### config.mk
export PLATFORM = sky130hd
export DESIGN_NAME = execute_cluster
export DESIGN_NICKNAME = d
export VERILOG_FILES = /design/src/hdl/rv32i_types.sv /design/src/hdl/cdb_arbiter.sv /design/src/hdl/execute_cluster.sv /design/src/hdl/fu_add.sv /design/src/hdl/fu_mul.sv /design/src/hdl/reservation_station.sv
export SDC_FILE = /design/constraint.sdc
export NUM_CORES = 2
export LEC_CHECK = 0
export BUFFER_PORTS_ARGS = -buffer_cell sky130_fd_sc_hd__buf_2
export CORE_MARGIN = 8
export CORE_UTILIZATION = 40
export CTS_CLUSTER_SIZE = 24
export DETAILED_ROUTE_END_ITERATION = 8
export MAX_ROUTING_LAYER = met4
export PLACE_DENSITY = 0.64
export SETUP_SLACK_MARGIN = 0.3
export SLEW_MARGIN = 20
export SYNTH_ARGS = -nofsm -noshare
export SYNTH_HDL_FRONTEND = slang
export SYNTH_SLANG_ARGS = --single-unit
export TNS_END_PERCENT = 100
### constraint.sdc
create_clock -name clk -period 8.8 [get_ports clk]
set_clock_uncertainty 0.1 [all_clocks]
set_input_delay 2.64 -clock clk [delete_from_list [all_inputs] [get_ports clk]]
set_output_delay 2.64 -clock clk [all_outputs]
set_load 0.005 [all_outputs]
### src/hdl/rv32i_types.sv
package rv32i_types;

    // ****************************
    // Cluster sizes
    // ****************************
    localparam int PHYS_REG_BITS  = 6;
    localparam int RS_DEPTH       = 4;
    localparam int MUL_CYCLES     = 32;
    localparam int RS_IDX_BITS    = $clog2(RS_DEPTH);
    localparam int MUL_COUNT_BITS = $clog2(MUL_CYCLES);

    // funct7 of the M extension
    localparam logic [6:0] FUNCT7_MULDIV = 7'b0000001;

    typedef logic [PHYS_REG_BITS-1:0] phys_tag_t;

    // ****************************
    // Encodings
    // ****************************
    typedef enum logic [6:0] {
        op_b_imm = 7'b0010011,
        op_b_reg = 7'b0110011,
        op_b_lui = 7'b0110111
    } rv32i_opcode_t;

    typedef enum logic [2:0] {
        arith_f3_add  = 3'b000,
        arith_f3_sll  = 3'b001,
        arith_f3_slt  = 3'b010,
        arith_f3_sltu = 3'b011,
        arith_f3_xor  = 3'b100,
        arith_f3_sr   = 3'b101,
        arith_f3_or   = 3'b110,
        arith_f3_and  = 3'b111
    } arith_f3_t;

    // Shares codes with funct3 for add, sll, xor, srl, or, and
    typedef enum logic [2:0] {
        alu_op_add = 3'b000,
        alu_op_sll = 3'b001,
        alu_op_sra = 3'b010,
        alu_op_sub = 3'b011,
        alu_op_xor = 3'b100,
        alu_op_srl = 3'b101,
        alu_op_or  = 3'b110,
        alu_op_and = 3'b111
    } alu_ops;

    typedef enum logic [2:0] {
        branch_f3_beq  = 3'b000,
        branch_f3_bne  = 3'b001,
        branch_f3_blt  = 3'b100,
        branch_f3_bge  = 3'b101,
        branch_f3_bltu = 3'b110,
        branch_f3_bgeu = 3'b111
    } branch_f3_t;

    typedef struct packed {
        rv32i_opcode_t opcode;
        logic [2:0]    funct3;
        logic [6:0]    funct7;
        logic [31:0]   i_imm;
        logic [31:0]   u_imm;
    } decode_info_t;

endpackage : rv32i_types

### src/hdl/cdb_arbiter.sv
module cdb_arbiter
    import rv32i_types::*;
(
    input  logic        clk,
    input  logic        rst,
    input  logic        alu_valid,
    input  logic [31:0] alu_value,
    input  phys_tag_t   alu_tag,
    input  logic        mul_valid,
    input  logic [31:0] mul_value,
    input  phys_tag_t   mul_tag,
    output logic        alu_grant,
    output logic        cdb_valid,
    output phys_tag_t   cdb_tag,
    output logic [31:0] cdb_value
);

    // Multiplier owns the next CDB slot whenever it finishes
    assign alu_grant = !mul_valid;

    always_ff @(posedge clk) begin
        if (rst) begin
            cdb_valid <= 1'b0;
        end else begin
            cdb_valid <= mul_valid || (alu_valid && alu_grant);
        end
    end

    always_ff @(posedge clk) begin
        if (mul_valid) begin
            cdb_tag   <= mul_tag;
            cdb_value <= mul_value;
        end else if (alu_valid) begin
            cdb_tag   <= alu_tag;
            cdb_value <= alu_value;
        end
    end

    // Station never issues an ALU op into a slot the multiplier holds
    alu_only_granted: assert property (@(posedge clk) disable iff (rst)
        alu_valid |-> alu_grant);

endmodule : cdb_arbiter

### src/hdl/execute_cluster.sv
module execute_cluster
    import rv32i_types::*;
(
    input  logic         clk,
    input  logic         rst,
    input  logic         dispatch_req,
    output logic         dispatch_ack,
    input  decode_info_t dispatch_info,
    input  phys_tag_t    pd,
    input  phys_tag_t    ps1,
    input  logic         ps1_ready,
    input  logic [31:0]  rs1_v,
    input  phys_tag_t    ps2,
    input  logic         ps2_ready,
    input  logic [31:0]  rs2_v,
    output logic         cdb_valid,
    output phys_tag_t    cdb_tag,
    output logic [31:0]  cdb_value
);

    logic         alu_grant;
    logic         alu_start;
    logic         mul_start;
    decode_info_t issue_info;
    logic [31:0]  issue_rs1;
    logic [31:0]  issue_rs2;
    phys_tag_t    issue_tag;

    logic [31:0]  alu_value;
    logic         alu_valid;
    logic [31:0]  mul_product;
    phys_tag_t    mul_tag;
    logic         mul_valid;
    logic         mul_busy;

    reservation_station rs (
        .clk           (clk),
        .rst           (rst),
        .dispatch_req  (dispatch_req),
        .dispatch_ack  (dispatch_ack),
        .dispatch_info (dispatch_info),
        .pd            (pd),
        .ps1           (ps1),
        .ps1_ready     (ps1_ready),
        .rs1_v         (rs1_v),
        .ps2           (ps2),
        .ps2_ready     (ps2_ready),
        .rs2_v         (rs2_v),
        .cdb_valid     (cdb_valid),
        .cdb_tag       (cdb_tag),
        .cdb_value     (cdb_value),
        .alu_grant     (alu_grant),
        .mul_busy      (mul_busy),
        .alu_start     (alu_start),
        .mul_start     (mul_start),
        .issue_info    (issue_info),
        .issue_rs1     (issue_rs1),
        .issue_rs2     (issue_rs2),
        .issue_tag     (issue_tag)
    );

    fu_add alu (
        .rs1_v       (issue_rs1),
        .rs2_v       (issue_rs2),
        .decode_info (issue_info),
        .rd_v        (alu_value),
        .start       (alu_start),
        .valid       (alu_valid),
        .busy        ()
    );

    fu_mul mul (
        .clk     (clk),
        .rst     (rst),
        .start   (mul_start),
        .a       (issue_rs1),
        .b       (issue_rs2),
        .tag_in  (issue_tag),
        .product (mul_product),
        .tag_out (mul_tag),
        .valid   (mul_valid),
        .busy    (mul_busy)
    );

    cdb_arbiter arb (
        .clk       (clk),
        .rst       (rst),
        .alu_valid (alu_valid),
        .alu_value (alu_value),
        .alu_tag   (issue_tag),
        .mul_valid (mul_valid),
        .mul_value (mul_product),
        .mul_tag   (mul_tag),
        .alu_grant (alu_grant),
        .cdb_valid (cdb_valid),
        .cdb_tag   (cdb_tag),
        .cdb_value (cdb_value)
    );

endmodule : execute_cluster

### src/hdl/fu_add.sv
module fu_add
    import rv32i_types::*;
(
    input  logic [31:0]  rs1_v,
    input  logic [31:0]  rs2_v,
    input  decode_info_t decode_info,
    output logic [31:0]  rd_v,
    input  logic         start,
    output logic         valid,
    output logic         busy
);

    logic        [31:0] a;
    logic        [31:0] b;
    logic signed [31:0] as;
    logic signed [31:0] bs;

    alu_ops      aluop;
    branch_f3_t  cmpop;
    logic        use_cmp;

    logic [31:0] aluout;
    logic        br_en;

    // Immediate forms take the sign-extended I-immediate as second operand
    assign a  = rs1_v;
    assign b  = (decode_info.opcode == op_b_imm) ? decode_info.i_imm : rs2_v;
    assign as = signed'(a);
    assign bs = signed'(b);

    // ****************************
    // Operation decode
    // ****************************
    always_comb begin
        aluop   = alu_ops'(decode_info.funct3);
        cmpop   = branch_f3_blt;
        use_cmp = 1'b0;
        case (decode_info.funct3)
            arith_f3_slt: begin
                use_cmp = 1'b1;
            end
            arith_f3_sltu: begin
                use_cmp = 1'b1;
                cmpop   = branch_f3_bltu;
            end
            arith_f3_sr: begin
                // funct7 bit 5 picks the arithmetic shift
                aluop = decode_info.funct7[5] ? alu_op_sra : alu_op_srl;
            end
            arith_f3_add: begin
                if (decode_info.opcode == op_b_reg && decode_info.funct7[5]) begin
                    aluop = alu_op_sub;
                end
            end
            default: begin
                aluop = alu_ops'(decode_info.funct3);
            end
        endcase
    end

    always_comb begin
        case (aluop)
            alu_op_add: aluout = a + b;
            alu_op_sll: aluout = a << b[4:0];
            alu_op_sra: aluout = unsigned'(as >>> b[4:0]);
            alu_op_sub: aluout = a - b;
            alu_op_xor: aluout = a ^ b;
            alu_op_srl: aluout = a >> b[4:0];
            alu_op_or:  aluout = a | b;
            alu_op_and: aluout = a & b;
            default:    aluout = '0;
        endcase
    end

    always_comb begin
        case (cmpop)
            branch_f3_blt:  br_en = (as < bs);
            branch_f3_bltu: br_en = (a < b);
            default:        br_en = 1'b0;
        endcase
    end

    // ****************************
    // Result select
    // ****************************
    always_comb begin
        rd_v = '0;
        if (start) begin
            case (decode_info.opcode)
                op_b_lui: rd_v = decode_info.u_imm;
                op_b_imm,
                op_b_reg: rd_v = use_cmp ? {31'd0, br_en} : aluout;
                default:  rd_v = '0;
            endcase
        end
    end

    // Single cycle unit
    assign valid = start;
    assign busy  = start;

endmodule : fu_add

### src/hdl/fu_mul.sv
module fu_mul
    import rv32i_types::*;
(
    input  logic        clk,
    input  logic        rst,
    input  logic        start,
    input  logic [31:0] a,
    input  logic [31:0] b,
    input  phys_tag_t   tag_in,
    output logic [31:0] product,
    output phys_tag_t   tag_out,
    output logic        valid,
    output logic        busy
);

    logic [31:0]               mcand;
    logic [31:0]               mplier;
    logic [31:0]               acc;
    phys_tag_t                 tag_q;
    logic [MUL_COUNT_BITS-1:0] count;
    logic                      running;
    logic                      done;

    // ****************************
    // Iteration control
    // ****************************
    always_ff @(posedge clk) begin
        if (rst) begin
            running <= 1'b0;
            done    <= 1'b0;
            count   <= '0;
        end else begin
            done <= 1'b0;
            if (start) begin
                // Iteration 0 happens on the load
                running <= 1'b1;
                count   <= MUL_COUNT_BITS'(1);
            end else if (running) begin
                count <= count + 1'b1;
                if (count == MUL_COUNT_BITS'(MUL_CYCLES - 1)) begin
                    running <= 1'b0;
                    done    <= 1'b1;
                end
            end
        end
    end

    // Shift-add datapath
    always_ff @(posedge clk) begin
        if (start) begin
            acc    <= b[0] ? a : '0;
            mcand  <= a << 1;
            mplier <= b >> 1;
            tag_q  <= tag_in;
        end else if (running) begin
            acc    <= acc + (mplier[0] ? mcand : 32'd0);
            mcand  <= mcand << 1;
            mplier <= mplier >> 1;
        end
    end

    assign product = acc;
    assign tag_out = tag_q;
    assign valid   = done;
    assign busy    = running;

    // Station must hold a MUL back until the loop is idle
    start_when_idle: assert property (@(posedge clk) disable iff (rst) start |-> !busy);

endmodule : fu_mul

### src/hdl/reservation_station.sv
module reservation_station
    import rv32i_types::*;
(
    input  logic         clk,
    input  logic         rst,
    input  logic         dispatch_req,
    output logic         dispatch_ack,
    input  decode_info_t dispatch_info,
    input  phys_tag_t    pd,
    input  phys_tag_t    ps1,
    input  logic         ps1_ready,
    input  logic [31:0]  rs1_v,
    input  phys_tag_t    ps2,
    input  logic         ps2_ready,
    input  logic [31:0]  rs2_v,
    input  logic         cdb_valid,
    input  phys_tag_t    cdb_tag,
    input  logic [31:0]  cdb_value,
    input  logic         alu_grant,
    input  logic         mul_busy,
    output logic         alu_start,
    output logic         mul_start,
    output decode_info_t issue_info,
    output logic [31:0]  issue_rs1,
    output logic [31:0]  issue_rs2,
    output phys_tag_t    issue_tag
);

    logic [RS_DEPTH-1:0] ent_valid;
    // Bit j of older[i] set means entry j is older than entry i
    logic [RS_DEPTH-1:0] older [RS_DEPTH];
    decode_info_t        ent_info [RS_DEPTH];
    phys_tag_t           ent_pd [RS_DEPTH];
    phys_tag_t           ent_ps1 [RS_DEPTH];
    phys_tag_t           ent_ps2 [RS_DEPTH];
    logic [RS_DEPTH-1:0] ent_r1;
    logic [RS_DEPTH-1:0] ent_r2;
    logic [31:0]         ent_v1 [RS_DEPTH];
    logic [31:0]         ent_v2 [RS_DEPTH];

    logic [RS_DEPTH-1:0]    is_mul;
    logic [RS_DEPTH-1:0]    cand;
    logic [RS_IDX_BITS-1:0] wr_idx;
    logic                   wr_free;
    logic                   wr_en;
    logic [RS_IDX_BITS-1:0] sel_idx;
    logic                   sel_found;
    logic                   cdb_hit1;
    logic                   cdb_hit2;

    // ****************************
    // Issue selection
    // ****************************
    always_comb begin
        for (int i = 0; i < RS_DEPTH; i++) begin
            is_mul[i] = (ent_info[i].opcode == op_b_reg) && (ent_info[i].funct7 == FUNCT7_MULDIV);
            cand[i]   = ent_valid[i] && ent_r1[i] && ent_r2[i] &&
                        (is_mul[i] ? !mul_busy : alu_grant);
        end
    end

    // Oldest candidate has no older candidate
    always_comb begin
        sel_found = 1'b0;
        sel_idx   = '0;
        for (int i = 0; i < RS_DEPTH; i++) begin
            if (cand[i] && !(|(cand & older[i]))) begin
                sel_found = 1'b1;
                sel_idx   = RS_IDX_BITS'(i);
            end
        end
    end

    assign alu_start  = sel_found && !is_mul[sel_idx];
    assign mul_start  = sel_found && is_mul[sel_idx];
    assign issue_info = ent_info[sel_idx];
    assign issue_rs1  = ent_v1[sel_idx];
    assign issue_rs2  = ent_v2[sel_idx];
    assign issue_tag  = ent_pd[sel_idx];

    // ****************************
    // Dispatch
    // ****************************
    always_comb begin
        wr_free = 1'b0;
        wr_idx  = '0;
        for (int i = RS_DEPTH - 1; i >= 0; i--) begin
            if (!ent_valid[i]) begin
                wr_free = 1'b1;
                wr_idx  = RS_IDX_BITS'(i);
            end
        end
    end

    assign wr_en    = dispatch_req && !dispatch_ack && wr_free;
    assign cdb_hit1 = cdb_valid && (cdb_tag == ps1);
    assign cdb_hit2 = cdb_valid && (cdb_tag == ps2);

    always_ff @(posedge clk) begin
        if (rst) begin
            dispatch_ack <= 1'b0;
            ent_valid    <= '0;
            for (int i = 0; i < RS_DEPTH; i++) begin
                older[i] <= '0;
            end
        end else begin
            if (wr_en) begin
                dispatch_ack <= 1'b1;
            end else if (!dispatch_req) begin
                dispatch_ack <= 1'b0;
            end
            if (sel_found) begin
                ent_valid[sel_idx] <= 1'b0;
            end
            if (wr_en) begin
                // New entry is younger than everything in flight
                ent_valid[wr_idx] <= 1'b1;
                for (int i = 0; i < RS_DEPTH; i++) begin
                    older[i][wr_idx] <= 1'b0;
                end
                older[wr_idx] <= ent_valid;
            end
        end
    end

    // Operand wakeup from the CDB, then the dispatch write
    always_ff @(posedge clk) begin
        for (int i = 0; i < RS_DEPTH; i++) begin
            if (cdb_valid && !ent_r1[i] && cdb_tag == ent_ps1[i]) begin
                ent_r1[i] <= 1'b1;
                ent_v1[i] <= cdb_value;
            end
            if (cdb_valid && !ent_r2[i] && cdb_tag == ent_ps2[i]) begin
                ent_r2[i] <= 1'b1;
                ent_v2[i] <= cdb_value;
            end
        end
        if (wr_en) begin
            ent_info[wr_idx] <= dispatch_info;
            ent_pd[wr_idx]   <= pd;
            ent_ps1[wr_idx]  <= ps1;
            ent_ps2[wr_idx]  <= ps2;
            ent_r1[wr_idx]   <= ps1_ready || cdb_hit1;
            ent_r2[wr_idx]   <= ps2_ready || cdb_hit2;
            ent_v1[wr_idx]   <= (ps1_ready || !cdb_hit1) ? rs1_v : cdb_value;
            ent_v2[wr_idx]   <= (ps2_ready || !cdb_hit2) ? rs2_v : cdb_value;
        end
    end

    // Acked request must own a live entry holding its destination tag
    ack_after_write: assert property (@(posedge clk) disable iff (rst)
        $rose(dispatch_ack) |->
            ent_valid[$past(wr_idx)] && (ent_pd[$past(wr_idx)] == $past(pd)));
    one_issue: assert property (@(posedge clk) disable iff (rst)
        !(alu_start && mul_start));

endmodule : reservation_station

## Yosys cells after proc, flatten, opt, wreduce, memory -nomap -nowiden

Memories as Yosys holds them, arrays and structs flattened.
Index checks and enable logic that the tools add are counted.

- Output and inout bits: 40
- Input port bits: 168
- Bits in writable memories: 668
- Word-level logic and storage cells: 289
- Bits in registers: 159
- Memories kept: 7

Memory list:

| name | words | width | read ports | clocked after Yosys merged registers in | write ports | RTL line | RTL |
|---|---|---|---|---|---|---|---|
| rs.ent_info | 4 | 81 | 5 | 0 | 1 | reservation_station.sv:32 | `decode_info_t ent_info [RS_DEPTH];` |
| rs.ent_v1 | 4 | 32 | 1 | 0 | 5 | reservation_station.sv:38 | `logic [31:0] ent_v1 [RS_DEPTH];` |
| rs.ent_v2 | 4 | 32 | 1 | 0 | 5 | reservation_station.sv:39 | `logic [31:0] ent_v2 [RS_DEPTH];` |
| rs.ent_pd | 4 | 6 | 1 | 0 | 1 | reservation_station.sv:33 | `phys_tag_t ent_pd [RS_DEPTH];` |
| rs.ent_ps1 | 4 | 6 | 4 | 0 | 1 | reservation_station.sv:34 | `phys_tag_t ent_ps1 [RS_DEPTH];` |
| rs.ent_ps2 | 4 | 6 | 4 | 0 | 1 | reservation_station.sv:35 | `phys_tag_t ent_ps2 [RS_DEPTH];` |
| +1 memories | -- | -- | -- | -- | -- | -- |  |

- Equality and inequality tests: 35
- Shift-type cells: 3
- Order comparisons: 6
- Mux-type cells: 111
- Bitwise logic cells: 27
- $add $sub $neg: 4
- Reductions and logical operators: 81

Operators by type and width:

| operator | count |
|---|---|
| $mux W32 | 12 |
| $pmux W32 S8 | 1 |
| $mux W1 | 71 |
| $add A32 B32 Y32 | 2 |
| $lt A32 B32 Y1 | 2 |
| $pmux W32 S2 | 1 |
| $mux W31 | 2 |
| $eq A6 B6 Y1 | 10 |
| $logic_and A1 B1 Y1 | 46 |
| $eq A7 B6 Y1 const B | 6 |
| $and A32 B32 Y32 | 1 |
| $or A32 B32 Y32 | 1 |
| $shl A32 B5 Y32 | 1 |
| $shr A32 B5 Y32 | 1 |
| $sshr A32 B5 Y32 | 1 |
| $sub A32 B32 Y32 | 1 |
| $xor A32 B32 Y32 | 1 |
| $eq A7 B1 Y1 const B | 4 |
| $mux W4 | 6 |
| $eq A3 B3 Y1 const B | 7 |
| $and A4 B4 Y4 | 5 |
| $logic_not A1 Y1 | 18 |
| $or A1 B1 Y1 | 16 |
| $reduce_or A4 Y1 | 4 |
| 24 further kinds | 47 |

## Longest topological paths before layout

An unclocked memory read counts as a cell.

- Word-level depth: 23
- Gate-level depth with buffers: 34
- Mapped depth without buffers: 28

## By module

Synthesis repeated with hierarchy kept, for this count alone.

- Cells, all modules: 4,508
- Area total of the unflattened synthesis: 47,798.3 um2

Modules (own cells, without submodules):

| module | instances | seq. area each (um2) | area each (um2) | cells each |
|---|---|---|---|---|
| reservation_station | 1 | 20,319.5 | 29,749.8 | 2,248 |
| fu_add | 1 | 0.0 | 9,932.0 | 1,635 |
| fu_mul | 1 | 3,143.0 | 6,282.3 | 540 |
| cdb_arbiter | 1 | 1,161.1 | 1,834.3 | 85 |

## Worst setup path before layout

No wires, ideal clock.

- Path type: register -> register
- Start: memory rs.ent_info[2][65] (netlist bit)
- End: register arb.cdb_value[31], data pin
- Slack: 1.121 ns
- Period minus slack after synthesis: 7.679 ns
- Arrival: 7.317 ns
- Stages on the path, launching flop included: 34
- Path buffers: 9
- Setup time: 0.261 ns
- Data required time: 8.439 ns
- Cells stage by stage: edfxtp_1 nand3b_1 or4_1 clkbuf_1 o2111a_1 nor3_1 and2_1 buf_6 buf_2 buf_2 buf_4 buf_2 buf_1 clkbuf_1 buf_1 a21oi_1 nand2_1 and2_1 inv_1 ha_1 or3_1 a211oi_1 o221ai_1 a21oi_1 a21boi_0 o221a_2 o41a_1 a31o_2 o41a_1 o41ai_1 o31ai_1 xnor2_1 a21oi_1 a21oi_1

RTL lines:

| what | RTL line | RTL |
|---|---|---|
| start: declaration | reservation_station.sv:32 |  |
| end signal: assignment | cdb_arbiter.sv:32 | `cdb_value <= mul_value;` |
| end signal: assignment | cdb_arbiter.sv:35 | `cdb_value <= alu_value;` |
| end: declaration | cdb_arbiter.sv:15 | `output logic [31:0] cdb_value` |

==> out/metrics.csv <==
stage;metric;value;unit
route;TritonRoute pass-1 iters;9;
critical_path;Startpoint Class;flip-flop;
route;WL/cell;29.8;um
critical_path;Crit. End Element;flip-flop;
synthesis;register bit count reported by yosys;827;
floorplan;num rows;123;
critical_path;class of the most critical setup path;reg2reg;
route;final WL;173000;um
placement;placed instance area;48400;um2
floorplan;Die Y;353;um
power;net load switching power;2.83;mW
sta;minimum clock period;8.13;ns
sta;Final Cycle Share;0.924;
outcome;status;finished, final reports clean;
floorplan;Die ar.;125000;um2
final_layout;fin nets;4513;
sta;setup_tns;0;ns
synthesis;post-synthesis mux area share;0.0841;
global_route;vias in the first global route;34120;
final_layout;most frequent cells in the layout;edfxtp_1, nand2_1, nor2_1, mux2_2;
critical_path;CP top delay family;compound AO/OA/AOI/OAI gates;
clock_network;Clock Latency Late Sink;0.69;ns
sta;Slew @ Worst Pin;1.23;ns
global_route;initial antenna violation count;26;
synthesis;Ys Warns;0;
synthesis;cell taking the most area after synthesis;edfxtp_1;
synthesis;post-synthesis adder-cell area fraction;0.0369;
run;max-cap violation count;0;
floorplan;initial cell density of the core;0.404;
power;Peak VDD IR;0.173;mV
route;initial drt markers;4786;
clock_network;CTS buffer count;88;
floorplan;Ports;208;
synthesis;Mapped Cells;4045;
placement;gpl congestion;1.07;
placement;DP HPWL;123000;um
sta;final setup vio count;0;
synthesis;Synth Area per Inst;11.2;um2
synthesis;Yosys top cell area share;0.533;
power;Gate power share;0.168;
route;routed vias/inst;6.23;
critical_path;CP bufs+invs;2;
synthesis;ys async rst share;0;
synthesis;Post-Syn Area;45400;um2
final_layout;design area;51400;um2
sta;Slew HR;0.173;
worst_hold_path;HP Class;reg2reg;
clock_network;CTS tree;yes;
sta;final hold viol count;0;
critical_path;Worst EP arrival;8.43;ns
global_route;first-pass GRT wire length;247000;um
synthesis;ys flop type;edfxtp_1;
clock_network;Sink Count;827;
synthesis;xor/xnor share of the synthesized area;0.0248;
power;Internal Power;7.16;mW
power;Flop pwr share;0.451;
route;drt drc;0;
placement;number of port buffers;207;
final_layout;most common cell after layout, fill and taps aside;edfxtp_1;
power;Power Total;9.99;mW
floorplan;Die W;353;um
synthesis;Seq/Total Area, Yosys;0.542;
final_layout;share of layout cells above drive strength 1;0.194;
clock_network;Bufs on Longest Clock Path;3;
synthesis;main combinational cell family by area after synthesis;compound AO/OA/AOI/OAI gates;
global_route;largest net degree at the start of global routing;72;
clock_network;CTS root buffer;clkbuf_16;
floorplan;Core ar.;112000;um2
power;Clk pwr share;0.381;
global_route;total grt overflow;0;
sta;RSZ-0062 raised after global routing;no;
global_route;Tot GR Track Use;0.273;
synthesis;Post-synth EDFFs;806;
critical_path;Worst path max stage delay;0.60;ns
synthesis;Cell variety after synth;110;
critical_path;slowest stage cell, crit path;or4b_1;
route;via count;36221;
synthesis;Synth Area in Compound Gates;0.165;
final_layout;Synth-to-Final Area Change;13.3;%
sta;Slew Limit Fails;0;
power;Sw Ratio;0.284;
sta;Max Freq;0.123;GHz
route;Routed Antenna Nets;0;
final_layout;Filler Cells Inserted;10277;
critical_path;WP data required;9.10;ns
clock_network;clk slew on worst S/H paths;0.07;ns
synthesis;Synth area leaders;edfxtp_1, mux2_2, ha_1;
power;total leakage power;18.5;nW
clock_network;# H-tree levels;3;
synthesis;Simple-Gate Fraction of Synth Area;0.113;
critical_path;Crit Path Max Fanout;13;
power;P per Cell Area;194;nW/um2
## repair_timing
action	4_1_cts	5_1_grt
buffers inserted	0	1
gates resized for setup	0	4
hold buffers	0	0
setup endpoints to repair	0	6
## cell families after synthesis
logic type	after synthesis
XOR/XNOR	128
other	1
AO/OA/AOI/OAI	1139
adder cells (fa/ha/maj)	132
AND/OR/NAND/NOR	1091
multiplexers	343
flip-flops	827
buffers and inverters	384
## power by group through the flow
stage | clock network (mW) | registers [mW] | logic [mW]
after floorplan | 0 | 4.56 | 0.989
after global placement | 0 | 4.59 | 1.61
after detailed placement | 0 | 4.59 | 1.60
after CTS | 3.85 | 4.51 | 1.61
after global routing | 3.99 | 4.51 | 1.75
final | 3.81 | 4.51 | 1.68
## synth_stat cells (23+ instances only)
library cell and instances:
nand3_1 102, a31oi_1 33, mux2i_1 71, o22ai_1 64, buf_2 54, o31ai_1 23
inv_1 115, ha_1 129, a21o_1 28, a221oi_1 57, edfxtp_1 806, nand2b_1 27
nor3_1 96, buf_1 56, and2_1 51, clkbuf_1 144, and3_1 30, xnor2_1 77
o21ai_1 27, a21oi_1 266, a211oi_1 35, o21ai_0 270, o211ai_1 30, a311oi_1 44
nand2_1 371, xor2_1 50, a22oi_1 87, mux2_2 267, nor2_1 278
## worst register-to-register path, stage by stage, from the launching register on
cell and delay [ns]:
edfxtp_1 0.43, or4b_1 0.60, nor4_4 0.27, buf_4 0.20
mux2i_1 0.34, a31o_2 0.30, o21ai_0 0.12, a311o_1 0.44
o211ai_4 0.22, nor2_2 0.09, buf_4 0.22, o21ai_4 0.50
ha_1 0.44, and3_1 0.25, a211oi_1 0.37, o221ai_1 0.19
a21oi_1 0.29, a21boi_0 0.22, o221a_2 0.33, o41a_1 0.40
a31o_2 0.28, o41a_1 0.36, o41ai_1 0.44, xnor2_1 0.14
a211oi_1 0.24, a22oi_1 0.09
## final cells by class
type	instances	area, um2	area share
well taps	1500	1880	0.0365
clock inverters	48	556	0.0108
diodes	25	62.6	0.00122
repair buffers	339	2050	0.0398
inverters	120	465	0.00905
clock buffers	116	2370	0.0460
multi-input cells	2837	19400	0.378
flip-flops and latches	827	24600	0.479
## sequential cells by signal, summed over array words and instances (netlist names), 4 cells and up
register / cells
rs.ent_pd: 24
rs.ent_v1: 128
rs.ent_info: 324
mul.tag_out: 6
rs.older: 16
mul.mplier: 31
mul.product: 32
rs.ent_ps2: 24
rs.ent_r2: 4
arb.cdb_value: 32
mul.mcand: 31
rs.ent_ps1: 24
rs.ent_valid: 4
rs.ent_r1: 4
mul.count: 5
arb.cdb_tag: 6
rs.ent_v2: 128
## path summary, 6_finish.rpt
kind,startpoint,endpoint,slack (ns),depth (start not counted)
setup / recovery,rs.ent_info[3][80],arb.cdb_value[29],0.67,25
hold / removal,mul.mcand[21],mul.mcand[22],0.41,2
setup reg to reg,rs.ent_info[3][80],arb.cdb_value[29],0.67,25
hold reg to reg,mul.mcand[21],mul.mcand[22],0.41,2
## per-stage QoR
| stage | instances | worst slack (ns) | hold WS (ns) | util |
|---|---|---|---|---|
| 2_1_floorplan | 4048 | 1.12 | 0.382 | - |
| 3_3_place_gp | 5622 | 0.647 | 0.392 | 0.431 |
| 3_5_place_dp | 5622 | 0.517 | 0.401 | 0.431 |
| 4_1_cts | 5786 | 0.495 | 0.417 | 0.457 |
| 5_1_grt | 5806 | 0.356 | 0.440 | 0.457 |
| 6_report | 5812 | 0.666 | 0.409 | 0.457 |
## layer usage
| layer | GRT usage | part of all wire |
|---|---|---|
| met4 | 0.104 | 0.041 |
| met5 | - | 0 |
| met2 | 0.406 | 0.45 |
| met3 | 0.0594 | 0.10 |
| met1 | 0.364 | 0.41 |
(Power assumes the default switching activity.)
